--- src/psx_loader_params.svh ---
// Download slot codes, RAM region bases and bus widths for the loader path
`ifndef PSX_LOADER_PARAMS_SVH
`define PSX_LOADER_PARAMS_SVH

// ==================================================
// Host download slot codes
// ==================================================

`define PSX_IDX_BIOS 8'd0
`define PSX_IDX_EXE 8'd1
// CD images arrive on several slots, only the low 6 bits matter
`define PSX_IDX_CD 8'd2
`define PSX_IDX_CD_MASK 8'h3F
// Protection key (SBI) file
`define PSX_IDX_SBI 8'd250

// ==================================================
// RAM regions
// ==================================================

`define PSX_BIOS_BASE 27'd2097152
`define PSX_EXE_BASE 27'd4194304

// ==================================================
// Widths
// ==================================================

`define PSX_ADDR_W 27
`define PSX_HWORD_W 16
`define PSX_WORD_W 32
`define PSX_BE_W 4

// Byte count of a mounted CD image
`define PSX_CDSIZE_W 30

`endif

--- src/psx_loader_pkg.sv ---
// Download kind enum and the packed structs shared by the loader path
`default_nettype none

`include "psx_loader_params.svh"

package psx_loader_pkg;

	// Kind of download currently in progress
	typedef enum logic [2:0] {
		DL_NONE,
		DL_BIOS,
		DL_EXE,
		DL_CD,
		DL_SBI
	} dl_kind_t;

	// Host beat after the classify register, 47 bits
	typedef struct packed {
		dl_kind_t kind;
		logic wr;
		logic [`PSX_ADDR_W-1:0] addr;
		logic [`PSX_HWORD_W-1:0] data;
	} dl_beat_t;

	// One request on the RAM write port, 64 bits
	typedef struct packed {
		logic req;
		logic [`PSX_ADDR_W-1:0] addr;
		logic [`PSX_WORD_W-1:0] data;
		logic [`PSX_BE_W-1:0] be;
	} ram_wr_t;

	// Image mount strobes from the host, 67 bits
	typedef struct packed {
		logic cd_mount;
		logic card1_mount;
		logic card2_mount;
		logic [63:0] img_size;
	} media_evt_t;

endpackage

`default_nettype wire

--- src/dl_classify.sv ---
// Download classify stage with slot decode and host beat register
`default_nettype none

`include "psx_loader_params.svh"

module dl_classify (
	input wire logic clk_1x,
	input wire logic rst,
	input wire logic ioctl_download,
	input wire logic [7:0] ioctl_index,
	input wire logic ioctl_wr,
	input wire logic [`PSX_ADDR_W-1:0] ioctl_addr,
	input wire logic [`PSX_HWORD_W-1:0] ioctl_dout,
	output psx_loader_pkg::dl_beat_t beat
);

	import psx_loader_pkg::*;

	dl_kind_t kind_d;

	// Slot index to download kind, only while the host is downloading
	always_comb begin
		kind_d = DL_NONE;
		if (ioctl_download) begin
			if (ioctl_index == `PSX_IDX_BIOS) begin
				kind_d = DL_BIOS;
			end else if (ioctl_index == `PSX_IDX_EXE) begin
				kind_d = DL_EXE;
			end else if ((ioctl_index & `PSX_IDX_CD_MASK) == `PSX_IDX_CD) begin
				kind_d = DL_CD;
			end else if (ioctl_index == `PSX_IDX_SBI) begin
				kind_d = DL_SBI;
			end
		end
	end

	// Kind and strobe
	always_ff @(posedge clk_1x) begin
		if (rst) begin
			beat.kind <= DL_NONE;
			beat.wr <= 1'b0;
		end else begin
			beat.kind <= kind_d;
			beat.wr <= ioctl_wr;
		end
	end

	// Address and data ride along with the kind
	always_ff @(posedge clk_1x) begin
		beat.addr <= ioctl_addr;
		beat.data <= ioctl_dout;
	end

endmodule

`default_nettype wire

--- src/word_packer.sv ---
// Word packer stage with 16-to-32 bit assembly, region offset and host wait
`default_nettype none

`include "psx_loader_params.svh"

module word_packer (
	input wire logic clk_1x,
	input wire logic rst,
	input wire psx_loader_pkg::dl_beat_t beat,
	input wire logic loader_ack,
	output psx_loader_pkg::ram_wr_t loader_wr,
	output logic loader_busy,
	output logic ioctl_wait
);

	import psx_loader_pkg::*;

	logic ram_kind;
	logic hi_beat;
	logic [`PSX_ADDR_W-1:0] region_base;
	logic req_q;
	logic wait_q;
	logic [`PSX_ADDR_W-1:0] addr_q;
	logic [`PSX_WORD_W-1:0] data_q;

	// BIOS, EXE and CD all land in RAM
	assign ram_kind = (beat.kind == DL_BIOS) || (beat.kind == DL_EXE) ||
		(beat.kind == DL_CD);

	// Address bit 1 selects the upper half of the word
	assign hi_beat = ram_kind && beat.wr && beat.addr[1];

	always_comb begin
		case (beat.kind)
			DL_BIOS: region_base = `PSX_BIOS_BASE;
			DL_EXE: region_base = `PSX_EXE_BASE;
			// CD image sits at the bottom of RAM
			default: region_base = '0;
		endcase
	end

	// ==================================================
	// Request pulse and host wait
	// ==================================================

	always_ff @(posedge clk_1x) begin
		if (rst) begin
			req_q <= 1'b0;
			wait_q <= 1'b0;
		end else begin
			req_q <= hi_beat;
			if (!ram_kind) begin
				// Nothing pending outside a RAM download
				wait_q <= 1'b0;
			end else if (hi_beat) begin
				wait_q <= 1'b1;
			end else if (loader_ack) begin
				wait_q <= 1'b0;
			end
		end
	end

	// ==================================================
	// Word assembly
	// ==================================================

	always_ff @(posedge clk_1x) begin
		if (ram_kind && beat.wr) begin
			if (!beat.addr[1]) begin
				// Low half fixes the target address
				data_q[`PSX_HWORD_W-1:0] <= beat.data;
				addr_q <= beat.addr + region_base;
			end else begin
				data_q[`PSX_WORD_W-1:`PSX_HWORD_W] <= beat.data;
			end
		end
	end

	// Loader writes always cover the full word
	assign loader_wr = '{
		req: req_q,
		addr: addr_q,
		data: data_q,
		be: {`PSX_BE_W{1'b1}}
	};

	assign loader_busy = ram_kind;
	assign ioctl_wait = wait_q;

endmodule

`default_nettype wire

--- src/ram_write_mux.sv ---
// RAM write port arbiter between the download loader and the core
`default_nettype none

module ram_write_mux (
	input wire logic loader_busy,
	input wire psx_loader_pkg::ram_wr_t loader_wr,
	input wire psx_loader_pkg::ram_wr_t core_wr,
	input wire logic mem_ack,
	output psx_loader_pkg::ram_wr_t mem_wr,
	output logic loader_ack,
	output logic core_ack
);

	// ==================================================
	// Port ownership
	// ==================================================

	// Loader owns the port for the whole download
	// Core requests are not forwarded meanwhile
	always_comb begin
		if (loader_busy) begin
			mem_wr = loader_wr;
		end else begin
			mem_wr = core_wr;
		end
	end

	// ==================================================
	// Acknowledge steering
	// ==================================================

	// Ack goes only to the current owner
	always_comb begin
		loader_ack = 1'b0;
		core_ack = 1'b0;
		if (loader_busy) begin
			loader_ack = mem_ack;
		end else begin
			core_ack = mem_ack;
		end
	end

endmodule

`default_nettype wire

--- src/media_tracker.sv ---
// CD size and presence, memory cards, load/save pulses and protection key tracking
`default_nettype none

`include "psx_loader_params.svh"

module media_tracker (
	input wire logic clk_1x,
	input wire logic rst,
	input wire psx_loader_pkg::dl_beat_t beat,
	input wire psx_loader_pkg::media_evt_t media,
	input wire logic bk_load,
	input wire logic bk_save,
	input wire logic bk_autosave,
	input wire logic osd_status,
	output logic load_exe,
	output logic has_cd,
	output logic cd_hps_on,
	output logic [`PSX_CDSIZE_W-1:0] cd_size,
	output logic card1_mounted,
	output logic card2_mounted,
	output logic memcard1_load,
	output logic memcard2_load,
	output logic memcard_save,
	output logic [`PSX_HWORD_W-1:0] libcrypt_key
);

	import psx_loader_pkg::*;

	logic is_exe;
	logic is_cd;
	logic exe_q;
	logic cd_q;
	logic cd_done;
	logic img_present;
	// {load, save, autosave} requests
	logic [2:0] req_q;
	logic [2:0] req_prev;
	logic [2:0] req_rise;

	assign is_exe = (beat.kind == DL_EXE);
	assign is_cd = (beat.kind == DL_CD);
	assign cd_done = cd_q && !is_cd;
	assign img_present = |media.img_size;
	assign req_rise = req_q & ~req_prev;

	// ==================================================
	// Control flags and pulses
	// ==================================================

	always_ff @(posedge clk_1x) begin
		if (rst) begin
			exe_q <= 1'b0;
			cd_q <= 1'b0;
			load_exe <= 1'b0;
			has_cd <= 1'b0;
			cd_hps_on <= 1'b0;
			card1_mounted <= 1'b0;
			card2_mounted <= 1'b0;
			memcard1_load <= 1'b0;
			memcard2_load <= 1'b0;
			memcard_save <= 1'b0;
			req_q <= '0;
			req_prev <= '0;
		end else begin
			exe_q <= is_exe;
			cd_q <= is_cd;
			load_exe <= exe_q && !is_exe;

			// Downloaded image is served from RAM, not from the HPS
			if (cd_done) begin
				has_cd <= 1'b1;
				cd_hps_on <= 1'b0;
			end
			if (media.cd_mount) begin
				has_cd <= img_present;
				if (img_present) begin
					cd_hps_on <= 1'b1;
				end
			end

			if (media.card1_mount) begin
				card1_mounted <= img_present;
			end
			if (media.card2_mount) begin
				card2_mounted <= img_present;
			end

			req_q <= {bk_load, bk_save, osd_status & bk_autosave};
			req_prev <= req_q;

			memcard1_load <= (media.card1_mount && img_present) || req_rise[2];
			memcard2_load <= (media.card2_mount && img_present) || req_rise[2];
			memcard_save <= req_rise[1] || req_rise[0];
		end
	end

	// ==================================================
	// CD size and protection key
	// ==================================================

	always_ff @(posedge clk_1x) begin
		if (cd_done) begin
			cd_size <= {{(`PSX_CDSIZE_W-`PSX_ADDR_W){1'b0}}, beat.addr};
		end
		// Mount wins over a download ending in the same cycle
		if (media.cd_mount && img_present) begin
			cd_size <= media.img_size[`PSX_CDSIZE_W-1:0];
		end
		if (beat.kind == DL_SBI && beat.wr) begin
			libcrypt_key <= beat.data;
		end
	end

endmodule

`default_nettype wire

--- src/psx_loader_top.sv ---
// Loader top level with classify, pack, write-port mux and media tracker instances
`default_nettype none

`include "psx_loader_params.svh"

module psx_loader_top (
	input wire logic clk_1x,
	input wire logic rst,
	// Host download interface
	input wire logic ioctl_download,
	input wire logic [7:0] ioctl_index,
	input wire logic ioctl_wr,
	input wire logic [`PSX_ADDR_W-1:0] ioctl_addr,
	input wire logic [`PSX_HWORD_W-1:0] ioctl_dout,
	output logic ioctl_wait,
	// Core and memory write ports
	input wire psx_loader_pkg::ram_wr_t core_wr,
	output logic core_ack,
	output psx_loader_pkg::ram_wr_t mem_wr,
	input wire logic mem_ack,
	// Media events and user requests
	input wire psx_loader_pkg::media_evt_t media,
	input wire logic bk_load,
	input wire logic bk_save,
	input wire logic bk_autosave,
	input wire logic osd_status,
	output logic load_exe,
	output logic has_cd,
	output logic cd_hps_on,
	output logic [`PSX_CDSIZE_W-1:0] cd_size,
	output logic card1_mounted,
	output logic card2_mounted,
	output logic memcard1_load,
	output logic memcard2_load,
	output logic memcard_save,
	output logic [`PSX_HWORD_W-1:0] libcrypt_key
);

	import psx_loader_pkg::*;

	dl_beat_t beat;
	ram_wr_t loader_wr;
	logic loader_busy;
	logic loader_ack;

	dl_classify u_classify (
		.clk_1x(clk_1x),
		.rst(rst),
		.ioctl_download(ioctl_download),
		.ioctl_index(ioctl_index),
		.ioctl_wr(ioctl_wr),
		.ioctl_addr(ioctl_addr),
		.ioctl_dout(ioctl_dout),
		.beat(beat)
	);

	word_packer u_packer (
		.clk_1x(clk_1x),
		.rst(rst),
		.beat(beat),
		.loader_ack(loader_ack),
		.loader_wr(loader_wr),
		.loader_busy(loader_busy),
		.ioctl_wait(ioctl_wait)
	);

	ram_write_mux u_mux (
		.loader_busy(loader_busy),
		.loader_wr(loader_wr),
		.core_wr(core_wr),
		.mem_ack(mem_ack),
		.mem_wr(mem_wr),
		.loader_ack(loader_ack),
		.core_ack(core_ack)
	);

	media_tracker u_media (
		.clk_1x(clk_1x),
		.rst(rst),
		.beat(beat),
		.media(media),
		.bk_load(bk_load),
		.bk_save(bk_save),
		.bk_autosave(bk_autosave),
		.osd_status(osd_status),
		.load_exe(load_exe),
		.has_cd(has_cd),
		.cd_hps_on(cd_hps_on),
		.cd_size(cd_size),
		.card1_mounted(card1_mounted),
		.card2_mounted(card2_mounted),
		.memcard1_load(memcard1_load),
		.memcard2_load(memcard2_load),
		.memcard_save(memcard_save),
		.libcrypt_key(libcrypt_key)
	);

endmodule

`default_nettype wire

--- config.mk ---
export PLATFORM = sky130hd
export DESIGN_NAME = psx_loader_top
export DESIGN_NICKNAME = d
export VERILOG_FILES = /design/src/psx_loader_pkg.sv /design/src/dl_classify.sv /design/src/word_packer.sv /design/src/ram_write_mux.sv /design/src/media_tracker.sv /design/src/psx_loader_top.sv
export VERILOG_INCLUDE_DIRS = /design/src
export SDC_FILE = /design/constraint.sdc
export NUM_CORES = 1
export LEC_CHECK = 0
export BUFFER_PORTS_ARGS = -buffer_cell sky130_fd_sc_hd__buf_2
export CORE_AREA = 2 2 120 122
export DETAILED_ROUTE_END_ITERATION = 12
export DIE_AREA = 0 0 122 124
export GPL_TIMING_DRIVEN = 0
export PLACE_DENSITY = 0.78
export SKIP_LAST_GASP = 1
export SLEW_MARGIN = 20
export SYNTH_ARGS = -nofsm -noshare
export SYNTH_HDL_FRONTEND = slang
export SYNTH_SLANG_ARGS = --single-unit
--- constraint.sdc ---
create_clock -name clk_1x -period 3.55 [get_ports clk_1x]
set_input_delay 0.1775 -clock clk_1x [delete_from_list [all_inputs] [get_ports clk_1x]]
set_output_delay 0.1775 -clock clk_1x [all_outputs]
set_load 0.02 [all_outputs]
==> results of run 1 <==
==> metal layers <==
layer	wire, um	global-route usage, %
met4	351	7.83
met3	1340	6.68
met2	9290	42.6
met5	0	0
met1	6360	24.0
==> worst max-delay path, stage by stage <==
cell and delay (ns):
buf_2 0.11, nor4_1 0.43, nand4_1 0.26, nor4_2 0.73, nand2b_1 0.21, buf_6 0.14
buf_6 0.17, nand2_2 0.45
==> per-stage QoR <==
step | TNS [ns] | cells | setup WS, ns
after floorplan | 0 | 493 | 0.498
after global placement | -52.21 | 982 | -1.09
after detailed placement | 0 | 984 | 0.324
after CTS | 0 | 1067 | 0.755
after global routing | 0 | 1067 | 0.587
final | 0 | 1067 | 0.817
==> layout make-up <==
type,count,share of cell area [%]
clock buffer,20,5.15
inverter,3,0.124
tap,180,2.49
multi-input combinational,301,17.5
timing repair buffer,363,23.4
clock inverter,11,0.967
buffer,19,1.13
sequential,170,49.2
==> cell families (layout without fill, tap and decap cells) <==
| group | Yosys count | after routing |
|---|---|---|
| AOI/OAI and AO/OA | 11 | 11 |
| xor gates and xnor gates | 4 | 4 |
| adders and majority gates | 3 | 3 |
| buffers and inverters | 22 | 416 |
| DFF | 170 | 170 |
| muxes | 27 | 27 |
| and+or+nand+nor | 256 | 256 |
==> layout by cell type, fill, tap and decap left out, types with 4 or more instances in the layout <==
master	instances
buf_2	309
clkbuf_1	16
nand2_1	185
nor2b_1	9
dfxtp_1	65
nand2b_1	9
a21oi_1	7
mux2_2	9
clkinvlp_4	5
nand4_1	4
edfxtp_1	105
clkbuf_16	17
nor4_1	17
nor2_1	10
mux2_1	18
and2_1	4
dlygate4sd3_1	52
==> sequential cells by signal (all words and copies together) (netlist names), 3 cells and up <==
register              cells
u_media.req_q             3
u_media.req_prev          3
u_packer.data_q          32
u_media.cd_size          30
u_media.libcrypt_key     16
u_classify.beat          47
u_packer.addr_q          27
==> worst paths after layout <==
kind / startpoint / to / slack [ns] / depth (start not counted)
setup / recovery: media[11] / u_media.cd_size[8]$_DFFE_PP_ / 0.82 / 8
hold / removal: ioctl_index[5] / u_classify.beat[46]$_SDFF_PP0_ / 0.02 / 3
setup reg to reg: u_classify.beat[45]$_SDFF_PP0_ / u_packer.addr_q[8]$_DFFE_PP_ / 1.33 / 5
hold reg to reg: u_classify.beat[30]$_DFF_P_ / u_packer.addr_q[14]$_DFFE_PP_ / 0.42 / 0
==> power groups by stage <==
| stage | sequential, mW | clock, mW | combinational (mW) |
|---|---|---|---|
| 3_3_place_gp | 2.23 | 0 | 0.387 |
| 2_1_floorplan | 2.26 | 0 | 0.151 |
| 3_5_place_dp | 2.23 | 0 | 0.393 |
| 6_report | 2.19 | 1.69 | 0.439 |
| 5_1_grt | 2.19 | 1.81 | 0.473 |
| 4_1_cts | 2.19 | 1.72 | 0.439 |
==> timing repair <==
action | CTS | global route
endpoints found under the hold margin | 51 | 0
endpoints found under the setup margin | 0 | 0
resized for setup | 0 | 0
hold buffers | 52 | 0
setup buffers | 0 | 0
==> metrics, run 1 <==
post-synthesis simple-gate area fraction 18.3%; FILL cells 1088; Main synth FF type edfxtp_1; antenna violations before repair 0; top post-synthesis cells by area edfxtp_1 51%, dfxtp_1 21%, nand2_1 11%; nets@finish 1069; RSZ-0062 raised after global routing false; Clock power frac 39.1%; area added between synthesis and finish 47.4%; crit path time final 2.73 ns; Longest Clk Path Bufs 2; Root Driver clkbuf_16; top cell type's share of synthesized area 51.3%; crit-path max FO 30; FP Rows 43; Num Clock Sinks 170; Net Sw Frac 23.0%; syn nets 687; Worst Setup End Kind flip-flop; io pins 311; Comb power frac 10.2%; post-synthesis register bit count 170; mux share of post-synthesis cell area 4.95%; DR iter-0 viols 265; WP data required 3.53 ns; Post-synth EDFFs 105; multi-input logic area 1580 sq um; global-route wire length before repair 24800 um; Residual DRC 0; total vias in the final route 5053; final max-slew violation count 0; chip width 122 um; largest family of logic cells by synthesized area simple AND/OR/NAND/NOR gates; DP HPWL 12600 um; Post-synth top cells 186 x nand2_1, 105 x edfxtp_1, 65 x dfxtp_1; Internal Pwr Total 3.32 mW; number of diodes 0; die height 124 um; core box area 13700 sq um; drt total wl 17300 um; cell area after layout 9050 sq um; Synth Area in XOR/XNOR 0.570%; Hold Crit Class in2reg; Synth Instances 493; sequential element share of the synthesized area 72.5%; status complete, no violations; GRT overflow 0; clock skew 0.00427 ns; synth unique cells 32; Synth Area in Compound Gates 1.12%; Starting Density 44.8%; vias per inst 4.74; Core Util, Final 66.0%; clock-pin slew on the worst setup and hold paths 0.06 ns; IR drop worst, VDD 0.000268 V; routability cong. 0.786; largest net degree at the start of global routing 31; TritonCTS Buffers 17; top cell type by total area after synthesis edfxtp_1; Adder-Cell Fraction of Synth Area 0.733%; share of layout cells above drive strength 1 40.5%; pwr dens 477 nW/um^2; Syn Area/Cell 12.5 sq um; dpl cell area 7980 sq um; Reg power frac 50.7%; Fin. Hold Viols 0; worst skew pair latency 0.41 ns; WL/cell 16.3 um; FF+latch area 4450 sq um; number of antenna-violating nets in the routed design 0; total chip power 4.32 mW; count leader, synth nand2_1; TritonRoute pass-1 iters 4; vias in the first global route 4914; Die ar. 15100 sq um; CTS tree done; LEAKAGE 4.09 nW; Slew headroom 45.5%; worst hold margin 0.0236 ns; Tot GR Track Use 22.6%; worst-margin pin slew 0.818 ns; crit path kind in2reg; Arr. time, crit path 2.71 ns; input/output buffers 309; switching power 0.994 mW; Max-Cap Viols 0; Post-synth ARST share 0%; htree depth 4; synth warn 0; Synth Cell Area 6140 sq um; Setup crit start kind primary input; fin crit share 77.0%; Peak Freq 366 MHz; final setup fails 0
(Power assumes the default switching activity.)
==> inputs of run 2 (changes only) <==
--- a/config.mk
+++ b/config.mk
@@ -6,12 +6,13 @@
 export SDC_FILE = /design/constraint.sdc
 export NUM_CORES = 1
 export LEC_CHECK = 0
+export ABC_AREA = 1
 export BUFFER_PORTS_ARGS = -buffer_cell sky130_fd_sc_hd__buf_2
-export CORE_AREA = 2 2 120 122
+export CORE_AREA = 2 2 121 123
 export DETAILED_ROUTE_END_ITERATION = 12
-export DIE_AREA = 0 0 122 124
+export DIE_AREA = 0 0 123 125
 export GPL_TIMING_DRIVEN = 0
-export PLACE_DENSITY = 0.78
+export PLACE_DENSITY = 0.79
 export SKIP_LAST_GASP = 1
 export SLEW_MARGIN = 20
 export SYNTH_ARGS = -nofsm -noshare
==> constraint.sdc (replaced) <==
create_clock -name clk_1x -period 2.69 [get_ports clk_1x]
set_input_delay 0.1345 -clock clk_1x [delete_from_list [all_inputs] [get_ports clk_1x]]
set_output_delay 0.1345 -clock clk_1x [all_outputs]
set_load 0.02 [all_outputs]
==> run 2 against run 1 <==
Compared with the run above:
- register-to-register slack lost 0.80 ns
- worst hold slack lost 0.0038 ns
- combinational power grew 41%
- largest cell class unchanged
- global-route usage grew 1.8 points
- worst setup slack lost 0.45 ns
- design area grew 3.4%
- cell count grew 13%
- non-clock buffer count grew 9
- clock skew grew 0.0047 ns
- core utilization shrank 0.083 points
- first-iteration DRC count shrank 1.9%
==> metrics, run 2 <==
count leader, synth nand2_1; most common cell after layout, fill and taps aside buf_2; top post-synthesis cells by area edfxtp_1 50%, dfxtp_1 21%, nand2_1 16%; number of antenna-violating nets in the routed design 0 (unchanged); most frequent cells in the layout 320 x buf_2, 267 x nand2_1, 105 x edfxtp_1, 65 x dfxtp_1, 59 x nor2_1; most flop-heavy register u_classify.beat; Max Used Layer met4; Syn Area/Cell 10.2 sq um (-18%); top cell type's share of synthesized area 49.7% (-1.6 points); FILL cells 1071 (-1.6%); Num Clock Sinks 170 (unchanged); DP HPWL 13200 um (+4.5%); clock skew 0.00894 ns (+0.00467 ns); htree depth 4 (unchanged); number of diodes 0 (unchanged); area added between synthesis and finish 47.5% (about the same); share of layout cells above drive strength 1 36.4% (-4.1 points); RSZ-0062 raised after global routing false; Synth Instances 621 (+26%); Post-synth ARST share 0% (unchanged); WL/cell 15.5 um (-4.5%); PnR worst setup slack 0.372 ns (-0.445 ns); worst-margin pin slew 0.798 ns (-0.0199 ns); Max-Cap Viols 0 (unchanged); most frequent CP cell buf_2; Root Driver clkbuf_16; IR drop worst, VDD 0.000459 V (+71%); total vias in the final route 5739 (+14%); chip width 123 um (+0.82%); Die ar. 15400 sq um (+1.6%); Post-synth top cells 268 x nand2_1, 105 x edfxtp_1, 65 x dfxtp_1; sequential element share of the synthesized area 70.2% (-2.3 points); clock-pin slew on the worst setup and hold paths 0.06 ns (about the same); syn nets 815 (+19%); synth warn 0 (unchanged); Main synth FF type edfxtp_1; Longest Clk Path Bufs 2 (unchanged); io pins 311 (unchanged); cts repair resizes 0 (unchanged); antenna violations before repair 0 (unchanged); final setup fails 0 (unchanged); crit-path max FO 10 (-67%); synth unique cells 26 (-19%); DR iter-0 viols 260 (-1.9%); TritonRoute pass-1 iters 4 (unchanged); Setup crit start kind flip-flop; WP data required 2.56 ns (-0.97 ns); CP bufs+invs 4 (+1); vias per inst 4.77 (+0.65%); CP max stage cell dfxtp_1; drt total wl 18700 um (+7.8%); final max-slew violation count 0 (unchanged); core box area 14200 sq um (+3.5%); worst skew pair latency 0.43 ns (+0.02 ns); Post-synth EDFFs 105 (unchanged); Peak Freq 431 MHz; met1 wire length 6780 um (+6.6%); FF+latch area 4450 sq um (unchanged); Hold Crit Class in2reg; total chip power 6.04 mW (+40%); FP Rows 44 (+2.3%); Residual DRC 0 (unchanged); top cell type by total area after synthesis edfxtp_1; routability cong. 0.810 (+3.0%); CTS tree done; fin crit share 86.2%; global-route wire length before repair 27700 um (+12%); met3 wire len 1580 um (+17%); Fin. Hold Viols 0 (unchanged); Largest register FFs 47 (unchanged); LEAKAGE 4.51 nW (+10%); crit path kind reg2out; multi-input logic area 1670 sq um (+5.5%); largest net degree at the start of global routing 31 (unchanged); largest registers u_classify.beat: 47 flops, u_packer.data_q: 32 flops, u_media.cd_size: 30 flops; delay-heaviest family, CP buffers and inverters; WL met2 9950 um (+7.1%); nets@finish 1201 (+12%); die height 125 um (+0.81%); status complete, no violations; Arr. time, crit path 2.18 ns (-0.53 ns); Starting Density 44.7% (-0.090 points); vias in the first global route 5602 (+14%); Tot GR Track Use 24.4% (+1.8 points); delay of the slowest cell on the worst path 0.40 ns (-0.33 ns); worst path cell trace or2_1 -> nand2_2 -> inv_2 -> buf_2 -> buf_2 -> nand2_1 -> nand2_1 -> buf_2; GRT overflow 0 (unchanged); crit path time final 2.32 ns; Worst Setup End Kind primary output; TritonCTS Buffers 17 (unchanged); Synth Cell Area 6350 sq um (+3.3%); input/output buffers 309 (unchanged); Core Util, Final 65.9% (-0.083 points); Post-Place Worst Slack 0.490 ns (+0.167 ns); pwr dens 645 nW/um^2 (+35%); post-synthesis register bit count 170 (unchanged); Slew headroom 46.6% (+1.1 points)
==> run 2: cells by family after synthesis <==
family | synth area share [%]
compound gates | 1.14
xor+xnor | 0.552
fa+ha+maj | 0.710
buf+inv | 3.77
flops | 70.2
simple gates | 23.6
==> run 2: path summary, 6_finish.rpt <==
check / cells after the start / from / slack [ns] / to
min reg2reg: 0 / u_classify.beat[33]$_DFF_P_ / 0.43 / u_packer.addr_q[17]$_DFFE_PP_
max reg2reg: 6 / u_classify.beat[45]$_SDFF_PP0_ / 0.53 / u_packer.data_q[24]$_DFFE_PP_
min: 3 / media[27] / 0.02 / u_media.cd_size[27]$_SDFFCE_PN0P_
max: 8 / u_classify.beat[45]$_SDFF_PP0_ / 0.37 / mem_wr[40]
==> run 2: per-stage QoR <==
stage               instances  area (sq um)  TNS (ns)  hold slack (ns)
detailed placement       1118          8210         0            0.238
global route             1204          9360         0           0.0113
CTS                      1204          9360         0        0.0000112
finish                   1204          9360         0           0.0197
floorplan                 621          6360         0            0.162
global placement         1114          8130    -19.01            0.237
==> run 2: timing repair <==
action	in CTS	in global routing
endpoints found under the hold margin	54	0
buffers inserted	0	0
hold buffers	54	0
setup endpoints to repair	0	0
==> run 2: metal layers <==
metal  up-vias  GRT usage [%]
li1       2778              -
met4         0           10.0
met1      2629           25.5
met5         -              0
met2       297           45.3
met3        35           6.52
==> run 2: power breakdown <==
part | total (mW) | internal [mW] | switching (mW)
Combinational | 0.617 | 0.277 | 0.341
Sequential | 2.89 | 2.85 | 0.0387
Clock | 2.53 | 1.48 | 1.05
==> run 2: tightest hold or removal path, delay by kind of cell <==
| family | cells | cell delay (ns) |
|---|---|---|
| buf+inv | 2 | 0.11 |
| simple gates | 1 | 0.08 |
==> run 2: cell type report <==
class	count	area share [%]
multi-input combinational	398	17.9
inverter	29	1.16
sequential	170	47.6
timing repair buffer	367	23.0
tap	184	2.46
buffer	24	1.39
clock inverter	15	2.02
clock buffer	17	4.54
